`src/source/motion_pkg.sv`:
```
`default_nettype none

package motion_pkg;

    ////////////////////////////////////////////////////////////////////////////
    // frame geometry and marker colour thresholds

    localparam int FRAME_WIDTH  = 320;
    localparam int FRAME_HEIGHT = 240;

    // player 1 is a strong red marker
    localparam int P1_RED_MIN = 11;
    localparam int P1_GB_MAX  = 2;

    // player 2 is a bright white marker
    localparam int P2_WHITE_MIN = 13;

    ////////////////////////////////////////////////////////////////////////////
    // divider and motion window

    // quotient width, also the number of run cycles
    localparam int DIV_CYCLES = 24;
    localparam int DIV_CNT_W  = $clog2(DIV_CYCLES);

    localparam int WINDOW_UPDATES = 8;
    localparam int WIN_CNT_W      = $clog2(WINDOW_UPDATES);

    // gesture thresholds on the window magnitudes
    localparam int PUNCH_DX_MIN = 'h40;
    localparam int PUNCH_DY_MAX = 'h30;
    localparam int KICK_DY_MIN  = 'h40;
    localparam int KICK_DX_MAX  = 'h30;

    ////////////////////////////////////////////////////////////////////////////
    // types

    typedef logic [8:0]  x_coord_t;
    typedef logic [7:0]  y_coord_t;
    typedef logic [11:0] rgb444_t;
    typedef logic [15:0] pixel_count_t;
    typedef logic [23:0] coord_sum_t;
    typedef logic [8:0]  step_mag_t;
    typedef logic [12:0] window_mag_t;

    typedef struct packed {
        logic     valid;
        x_coord_t column;
        y_coord_t row;
        rgb444_t  rgb;
    } cam_pixel_t;

    typedef struct packed {
        pixel_count_t count;
        coord_sum_t   x_sum;
        coord_sum_t   y_sum;
    } blob_sums_t;

    typedef struct packed {
        logic     seen;
        x_coord_t x;
        y_coord_t y;
    } centroid_t;

    // sign-magnitude, negative set when the value decreased
    typedef struct packed {
        logic        negative;
        window_mag_t mag;
    } motion_axis_t;

    typedef struct packed {
        motion_axis_t dx;
        motion_axis_t dy;
    } player_motion_t;

    typedef struct packed {
        logic punch;
        logic kick;
    } gesture_t;

    typedef enum logic [1:0] {
        DIV_IDLE,
        DIV_RUN,
        DIV_DONE
    } div_state_t;

endpackage

`default_nettype wire

```
`src/source/blob_accumulator.sv`:
```
`timescale 1ns/1ps
`default_nettype none

module blob_accumulator import motion_pkg::*; (
    input  wire logic       clk_65mhz,
    input  wire logic       reset_8frame_delta_values,
    input  wire cam_pixel_t pixel,
    input  wire logic       frame_end,
    output logic            blob_valid,
    output blob_sums_t      p1_blob,
    output blob_sums_t      p2_blob
);

    x_coord_t   mirror_x;
    logic       is_p1;
    logic       is_p2;
    blob_sums_t acc_p1;
    blob_sums_t acc_p2;

    function automatic blob_sums_t add_pixel(input blob_sums_t s, input x_coord_t x,
                                             input y_coord_t y);
        blob_sums_t r;
        r       = s;
        r.count = s.count + 1'b1;
        r.x_sum = s.x_sum + coord_sum_t'(x);
        r.y_sum = s.y_sum + coord_sum_t'(y);
        return r;
    endfunction

    // camera image is shown mirrored
    assign mirror_x = x_coord_t'(FRAME_WIDTH - 1) - pixel.column;

    // red marker takes priority over white
    assign is_p1 = pixel.valid && (pixel.rgb[11:8] > P1_RED_MIN) &&
                   (pixel.rgb[7:4] < P1_GB_MAX) && (pixel.rgb[3:0] < P1_GB_MAX);
    assign is_p2 = pixel.valid && !is_p1 && (pixel.rgb[11:8] > P2_WHITE_MIN) &&
                   (pixel.rgb[7:4] > P2_WHITE_MIN) && (pixel.rgb[3:0] > P2_WHITE_MIN);

    always_ff @(posedge clk_65mhz) begin
        if (reset_8frame_delta_values) begin
            blob_valid <= 1'b0;
            acc_p1     <= '0;
            acc_p2     <= '0;
        end else begin
            blob_valid <= frame_end;
            if (frame_end) begin
                // hand the frame totals to the dividers and start over
                p1_blob <= acc_p1;
                p2_blob <= acc_p2;
                acc_p1  <= '0;
                acc_p2  <= '0;
            end else if (is_p1) begin
                acc_p1 <= add_pixel(acc_p1, mirror_x, pixel.row);
            end else if (is_p2) begin
                acc_p2 <= add_pixel(acc_p2, mirror_x, pixel.row);
            end
        end
    end

    ////////////////////////////////////////////////////////////////////////////
    // camera stream checks

    a_pixel_in_frame: assert property (@(posedge clk_65mhz)
        disable iff (reset_8frame_delta_values)
        pixel.valid |-> (pixel.column < FRAME_WIDTH) && (pixel.row < FRAME_HEIGHT));

    // totals would lose this pixel otherwise
    a_no_pixel_at_frame_end: assert property (@(posedge clk_65mhz)
        disable iff (reset_8frame_delta_values)
        !(pixel.valid && frame_end));

endmodule

`default_nettype wire

```
`src/source/centroid_divider.sv`:
```
`timescale 1ns/1ps
`default_nettype none

module centroid_divider import motion_pkg::*; (
    input  wire logic       clk_65mhz,
    input  wire logic       reset_8frame_delta_values,
    input  wire logic       start,
    input  wire blob_sums_t blob,
    output logic            centroid_valid,
    output centroid_t       centroid
);

    div_state_t             state;
    logic [DIV_CNT_W-1:0]   bit_cnt;
    pixel_count_t           divisor;
    logic                   seen;
    pixel_count_t           x_rem;
    pixel_count_t           y_rem;
    coord_sum_t             x_quo;
    coord_sum_t             y_quo;

    // one restoring step, returns {remainder, quotient}
    function automatic logic [39:0] div_step(input pixel_count_t rem, input coord_sum_t quo,
                                             input pixel_count_t den);
        logic [16:0] trial;
        trial = {rem, quo[23]};
        if (trial >= {1'b0, den}) begin
            trial    = trial - {1'b0, den};
            div_step = {trial[15:0], quo[22:0], 1'b1};
        end else begin
            div_step = {trial[15:0], quo[22:0], 1'b0};
        end
    endfunction

    always_ff @(posedge clk_65mhz) begin
        if (reset_8frame_delta_values) begin
            state   <= DIV_IDLE;
            bit_cnt <= '0;
        end else begin
            case (state)
                DIV_IDLE: begin
                    if (start) begin
                        // quotient register starts out holding the dividend
                        x_rem   <= '0;
                        y_rem   <= '0;
                        x_quo   <= blob.x_sum;
                        y_quo   <= blob.y_sum;
                        divisor <= blob.count;
                        seen    <= (blob.count != '0);
                        bit_cnt <= '0;
                        state   <= DIV_RUN;
                    end
                end
                DIV_RUN: begin
                    {x_rem, x_quo} <= div_step(x_rem, x_quo, divisor);
                    {y_rem, y_quo} <= div_step(y_rem, y_quo, divisor);
                    bit_cnt        <= bit_cnt + 1'b1;
                    if (bit_cnt == DIV_CNT_W'(DIV_CYCLES - 1)) begin
                        state <= DIV_DONE;
                    end
                end
                default: begin
                    state <= DIV_IDLE;
                end
            endcase
        end
    end

    // mean of in-frame coordinates always fits the coordinate width
    assign centroid_valid = (state == DIV_DONE);
    assign centroid       = '{seen: seen, x: x_coord_t'(x_quo), y: y_coord_t'(y_quo)};

    a_start_when_idle: assert property (@(posedge clk_65mhz)
        disable iff (reset_8frame_delta_values)
        start |-> state == DIV_IDLE);

endmodule

`default_nettype wire

```
`src/source/motion_accumulator.sv`:
```
`timescale 1ns/1ps
`default_nettype none

module motion_accumulator import motion_pkg::*; (
    input  wire logic      clk_65mhz,
    input  wire logic      reset_8frame_delta_values,
    input  wire logic      centroid_valid,
    input  wire centroid_t p1_centroid,
    input  wire centroid_t p2_centroid,
    output logic           window_valid,
    output player_motion_t p1_motion,
    output player_motion_t p2_motion
);

    centroid_t            cen          [2];
    x_coord_t             last_x       [2];
    y_coord_t             last_y       [2];
    logic                 has_position [2];
    player_motion_t       total        [2];
    player_motion_t       next_total   [2];
    logic [WIN_CNT_W-1:0] upd_cnt;
    logic                 window_end;

    // one-update step is zero without a valid previous sighting
    function automatic motion_axis_t axis_step(input step_mag_t new_pos, input step_mag_t old_pos,
                                               input logic enable);
        motion_axis_t s;
        s = '0;
        if (enable) begin
            s.negative = (new_pos < old_pos);
            s.mag      = s.negative ? window_mag_t'(old_pos - new_pos)
                                    : window_mag_t'(new_pos - old_pos);
        end
        return s;
    endfunction

    // sign-magnitude add of a step into a running total
    function automatic motion_axis_t fold(input motion_axis_t tot, input motion_axis_t st);
        motion_axis_t r;
        if (tot.negative == st.negative) begin
            r = '{negative: tot.negative, mag: tot.mag + st.mag};
        end else if (tot.mag > st.mag) begin
            r = '{negative: tot.negative, mag: tot.mag - st.mag};
        end else begin
            // equal magnitudes land here and give zero with the step sign
            r = '{negative: st.negative, mag: st.mag - tot.mag};
        end
        return r;
    endfunction

    assign cen[0]     = p1_centroid;
    assign cen[1]     = p2_centroid;
    assign window_end = (upd_cnt == WIN_CNT_W'(WINDOW_UPDATES - 1));

    always_comb begin
        for (int p = 0; p < 2; p++) begin
            next_total[p].dx = fold(total[p].dx, axis_step(step_mag_t'(cen[p].x),
                step_mag_t'(last_x[p]), cen[p].seen && has_position[p]));
            next_total[p].dy = fold(total[p].dy, axis_step(step_mag_t'(cen[p].y),
                step_mag_t'(last_y[p]), cen[p].seen && has_position[p]));
        end
    end

    always_ff @(posedge clk_65mhz) begin
        if (reset_8frame_delta_values) begin
            upd_cnt      <= '0;
            window_valid <= 1'b0;
            p1_motion    <= '0;
            p2_motion    <= '0;
            for (int p = 0; p < 2; p++) begin
                total[p]        <= '0;
                has_position[p] <= 1'b0;
            end
        end else begin
            window_valid <= 1'b0;
            if (centroid_valid) begin
                // an absent player keeps its last known position
                for (int p = 0; p < 2; p++) begin
                    if (cen[p].seen) begin
                        last_x[p]       <= cen[p].x;
                        last_y[p]       <= cen[p].y;
                        has_position[p] <= 1'b1;
                    end
                end
                if (window_end) begin
                    window_valid <= 1'b1;
                    upd_cnt      <= '0;
                    p1_motion    <= next_total[0];
                    p2_motion    <= next_total[1];
                    total[0]     <= '0;
                    total[1]     <= '0;
                end else begin
                    upd_cnt  <= upd_cnt + 1'b1;
                    total[0] <= next_total[0];
                    total[1] <= next_total[1];
                end
            end
        end
    end

    // a held valid would be counted as several updates
    a_valid_is_pulse: assert property (@(posedge clk_65mhz)
        disable iff (reset_8frame_delta_values)
        centroid_valid |=> !centroid_valid);

endmodule

`default_nettype wire

```
`src/source/gesture_classifier.sv`:
```
`timescale 1ns/1ps
`default_nettype none

module gesture_classifier import motion_pkg::*; (
    input  wire logic           clk_65mhz,
    input  wire logic           reset_8frame_delta_values,
    input  wire logic           window_valid,
    input  wire player_motion_t p1_motion,
    input  wire player_motion_t p2_motion,
    output logic                gesture_valid,
    output gesture_t            p1_gesture,
    output gesture_t            p2_gesture,
    output player_motion_t      p1_motion_out,
    output player_motion_t      p2_motion_out
);

    // thresholds look at magnitude only, direction is ignored
    function automatic gesture_t classify(input player_motion_t m);
        gesture_t g;
        g.punch = (m.dx.mag > PUNCH_DX_MIN) && (m.dy.mag < PUNCH_DY_MAX);
        g.kick  = (m.dy.mag > KICK_DY_MIN) && (m.dx.mag < KICK_DX_MAX);
        return g;
    endfunction

    always_ff @(posedge clk_65mhz) begin
        if (reset_8frame_delta_values) begin
            gesture_valid <= 1'b0;
            p1_gesture    <= '0;
            p2_gesture    <= '0;
            p1_motion_out <= '0;
            p2_motion_out <= '0;
        end else begin
            gesture_valid <= window_valid;
            // held until the next window closes
            if (window_valid) begin
                p1_gesture    <= classify(p1_motion);
                p2_gesture    <= classify(p2_motion);
                p1_motion_out <= p1_motion;
                p2_motion_out <= p2_motion;
            end
        end
    end

endmodule

`default_nettype wire

```
`src/source/motion_tracker_top.sv`:
```
`timescale 1ns/1ps
`default_nettype none

module motion_tracker_top import motion_pkg::*; (
    input  wire logic       clk_65mhz,
    input  wire logic       reset_8frame_delta_values,
    input  wire cam_pixel_t pixel,
    input  wire logic       frame_end,
    output logic            gesture_valid,
    output gesture_t        p1_gesture,
    output gesture_t        p2_gesture,
    output player_motion_t  p1_motion,
    output player_motion_t  p2_motion
);

    logic           blob_valid;
    blob_sums_t     p1_blob;
    blob_sums_t     p2_blob;
    logic           centroid_valid;
    centroid_t      p1_centroid;
    centroid_t      p2_centroid;
    logic           window_valid;
    player_motion_t p1_window;
    player_motion_t p2_window;

    ////////////////////////////////////////////////////////////////////////////
    // pixel sums, one divider per player

    blob_accumulator blob_acc (
        .clk_65mhz                 (clk_65mhz),
        .reset_8frame_delta_values (reset_8frame_delta_values),
        .pixel                     (pixel),
        .frame_end                 (frame_end),
        .blob_valid                (blob_valid),
        .p1_blob                   (p1_blob),
        .p2_blob                   (p2_blob)
    );

    centroid_divider p1_div (
        .clk_65mhz                 (clk_65mhz),
        .reset_8frame_delta_values (reset_8frame_delta_values),
        .start                     (blob_valid),
        .blob                      (p1_blob),
        .centroid_valid            (centroid_valid),
        .centroid                  (p1_centroid)
    );

    // both dividers start together with fixed latency, so one valid serves both
    centroid_divider p2_div (
        .clk_65mhz                 (clk_65mhz),
        .reset_8frame_delta_values (reset_8frame_delta_values),
        .start                     (blob_valid),
        .blob                      (p2_blob),
        .centroid_valid            (),
        .centroid                  (p2_centroid)
    );

    ////////////////////////////////////////////////////////////////////////////
    // motion window and gestures

    motion_accumulator motion_acc (
        .clk_65mhz                 (clk_65mhz),
        .reset_8frame_delta_values (reset_8frame_delta_values),
        .centroid_valid            (centroid_valid),
        .p1_centroid               (p1_centroid),
        .p2_centroid               (p2_centroid),
        .window_valid              (window_valid),
        .p1_motion                 (p1_window),
        .p2_motion                 (p2_window)
    );

    gesture_classifier gesture_cls (
        .clk_65mhz                 (clk_65mhz),
        .reset_8frame_delta_values (reset_8frame_delta_values),
        .window_valid              (window_valid),
        .p1_motion                 (p1_window),
        .p2_motion                 (p2_window),
        .gesture_valid             (gesture_valid),
        .p1_gesture                (p1_gesture),
        .p2_gesture                (p2_gesture),
        .p1_motion_out             (p1_motion),
        .p2_motion_out             (p2_motion)
    );

endmodule

`default_nettype wire

```
`config.mk`:
```
export PLATFORM = sky130hd
export DESIGN_NAME = motion_tracker_top
export DESIGN_NICKNAME = d
export VERILOG_FILES = /design/src/source/motion_pkg.sv /design/src/source/blob_accumulator.sv /design/src/source/centroid_divider.sv /design/src/source/motion_accumulator.sv /design/src/source/gesture_classifier.sv /design/src/source/motion_tracker_top.sv
export SDC_FILE = /design/constraint.sdc
export NUM_CORES = 2
export LEC_CHECK = 0
export BUFFER_PORTS_ARGS = -buffer_cell sky130_fd_sc_hd__buf_2
export CAP_MARGIN = 30
export CELL_PAD_IN_SITES_DETAIL_PLACEMENT = 0
export CELL_PAD_IN_SITES_GLOBAL_PLACEMENT = 1
export CORE_ASPECT_RATIO = 2
export CORE_MARGIN = 10
export CORE_UTILIZATION = 46
export DETAILED_ROUTE_END_ITERATION = 12
export GPL_ROUTABILITY_DRIVEN = 1
export PLACE_DENSITY = 0.88
export SLEW_MARGIN = 0
export SYNTH_ARGS = -nofsm -noshare
export SYNTH_HDL_FRONTEND = slang
export SYNTH_HIERARCHICAL = 1
export SYNTH_SLANG_ARGS = --single-unit
```
`constraint.sdc`:
```
create_clock -name clk_65mhz -period 8.5 [get_ports clk_65mhz]
set_clock_uncertainty 0.05 [all_clocks]
set_input_delay 2.125 -clock clk_65mhz [delete_from_list [all_inputs] [get_ports clk_65mhz]]
set_output_delay 2.125 -clock clk_65mhz [all_outputs]
set_load 0.02 [all_outputs]
```
==> results.json <==
{
  "outcome": "finished clean",
  "die-area_um2": 104000,
  "synthToLayoutAreaGrowth_pct": 8.34,
  "clock_latency_ns": 0.67,
  "rsz0062_at_grt": "no",
  "power_leakage_nw": 18.5,
  "yosys_warnings": 6,
  "crit_path_start": "p1_div/x_quo[0]",
  "drt_iter0_drc": 2074,
  "fill_cells": 8146,
  "cts_tree": "yes",
  "cp.arrival_ns": 7.79,
  "pre_cts_slack_ns": 1.16,
  "syn_area_per_cell_um2": 9.56,
  "cts.sinks": 678,
  "first_global_vias": 30000,
  "worstPathRequired_ns": 8.81,
  "fin_crit_sh_pct": 88.1,
  "clk_pin_slew_ns": 0.07,
  "synth_cells": 4351,
  "p_switching_mw": 2.02,
  "finalSetupViolations": 0,
  "min_delay_worst_endpoint": "blob_acc/p2_blob[63]",
  "timing_hold_violations_final": 0,
  "critPathLaunchType": "register",
  "regToRegEndpoint": "motion_acc/total[0][26]",
  "ir_worst_vdd_uv": 189,
  "cts_max_path_buffers": 3,
  "worst_slew_pin_slew_ns": 1.08,
  "setup_slack_ns": 1.01,
  "rows": 156,
  "worstPathMaxFanout": 13,
  "hold_buffers": 0,
  "slew_headroom_pct": 27.4,
  "path_class": "reg2reg",
  "maxCapViolations": 0,
  "hold_depth": 0,
  "initial_utilization_pct": 46.2,
  "grt_max_degree": 91,
  "die_x_um": 233,
  "cts_made_buffers": 60,
  "insertedDiodeCount": 0,
  "ant_nets": 0,
  "min_from": "blob_acc/acc_p2[63]",
  "worstRegToRegCells": 22,
  "wl_um": 93100,
  "vias_per_cell": 5.57,
  "final_util_pct": 50.1,
  "drive_gt1_share_pct": 7.85,
  "grt_pass1_wl_um": 153000,
  "fp.coreArea_um2": 90000,
  "p_per_area_nw_per_um2": 170,
  "post_cts_resized": 0,
  "period_needed_ns": 7.49,
  "reg2reg_from": "p1_div/x_quo[0]",
  "port_buffers": 90,
  "grt_use_total_pct": 17.5,
  "antenna_found_initial": 0,
  "pwr-share-seq_pct": 47.3,
  "hpwl_um": 67300,
  "switching_share_pct": 26.4,
  "regToRegSetupSlack_ns": 1.01,
  "internal_power_mw": 5.63,
  "place.gp.congestion": 0.902,
  "pwr-share-comb_pct": 14.2,
  "die_h_um": 445,
  "clock.fmax_mhz": 134,
  "overflow": 0,
  "hold_path_class": "reg2reg",
  "num_io_pins": 94,
  "wire_per_inst_um": 16.7,
  "finalMaxSlewViolations": 0,
  "cts_root_buffer": "clkbuf_16",
  "postCtsSetupBuffers": 0,
  "syn_area_um2": 41600,
  "tns_ns": 0,
  "drc": 0,
  "nets": 4743,
  "clkPwrFrac_pct": 38.4,
  "cts_max_level": 2,
  "syn-num-nets": 4753,
  "vias": 31100,
  "first_pass_iters": 6,
  "worstSetupEndpointType": "register"
}
final cells by class:
type,count,area [um^2],area share [%]
tap,1185,1480,3.29
multi-input combinational,3181,21800,48.4
sequential,678,17700,39.3
clock inverter,34,412,0.913
timing repair buffer,125,776,1.72
inverter,295,1110,2.46
clock buffer,80,1740,3.87
metrics by stage:
step,std cells,area [um^2],hold slack [ns],power (mW)
floorplan,4351,41600,0.367,4.54
global placement,5460,42800,0.383,4.74
detailed placement,5462,42900,0.384,4.76
CTS,5576,45000,0.402,7.71
global route,5578,45100,0.409,7.97
finish,5578,45100,0.398,7.64
how the worst max path moves through the flow:
| stage | to | slack (ns) |
|---|---|---|
| floorplan | blob_acc/p1_blob[0] | 0.01 |
| global placement | motion_acc/total[0][17] | 1.31 |
| detailed placement | motion_acc/total[0][26] | 1.16 |
| CTS | motion_acc/total[0][26] | 1.15 |
| global route | motion_acc/total[0][26] | 0.70 |
| finish | motion_acc/total[0][26] | 1.01 |
state kept, by name, summed over array words and instances, names as in the netlist, 18 cells and up:
register / count
p2_div/x_quo: 24
motion_acc/last_x: 18
gesture_cls/p2_motion_out: 28
p1_div/x_quo: 24
blob_acc/p1_blob: 64
blob_acc/acc_p2: 64
motion_acc/p1_motion: 28
blob_acc/acc_p1: 64
blob_acc/p2_blob: 64
motion_acc/p2_motion: 28
motion_acc/total: 56
p2_div/y_quo: 24
gesture_cls/p1_motion_out: 28
p1_div/y_quo: 24
critical path, stage by stage (launching register included):
cell and delay, ns:
edfxtp_1 0.43, inv_1 0.09, ha_1 0.14, inv_1 0.06
fa_1 0.43, a211oi_2 0.26, o211ai_2 0.19, a31oi_2 0.76
mux2_2 0.31, a31oi_2 0.06, o311ai_1 0.35, a221oi_2 0.12
o21ai_0 0.89, inv_1 0.36, ha_1 0.48, nand4_1 0.11
or3_1 0.35, or2_0 0.44, nand2_4 0.33, mux2_2 0.39
nor4_1 0.36, or3_1 0.20, a21oi_1 0.06
cells in the final DEF (no fill, tap or decap), drive strengths merged, types with 28 or more instances in the layout:
cell type,count
nand3,111
a31oi,46
buf,125
xnor2,110
mux2i,142
nor2,424
a211oi,64
dfxtp,264
or3,36
inv,304
nand2,526
o31ai,29
edfxtp,414
ha,341
a21o,76
o211ai,37
o21ai,158
a21oi,261
xor2,100
nand4,64
nand2b,64
clkbuf,80
o21a,46
fa,28
nor2b,51
and3,36
nor3,69
nor4,30
routing by layer:
metal  track usage [%]  vias to the layer above  part of all wire (%)
met5                 0                        -                     0
met4              4.60                        0                   2.2
met3              2.06                      128                   4.2
met2              29.3                      678                    47
met1              23.7                    14800                    46
li1                  -                    15500                     -
power by group through the flow:
stage	Sequential [mW]	Clock, mW	Combinational [mW]
global route	3.62	3.13	1.21
finish	3.62	2.94	1.09
floorplan	3.68	0	0.855
detailed placement	3.69	0	1.07
global placement	3.69	0	1.05
CTS	3.62	3.01	1.08
No activity file was read; power rests on OpenSTA's default activity.
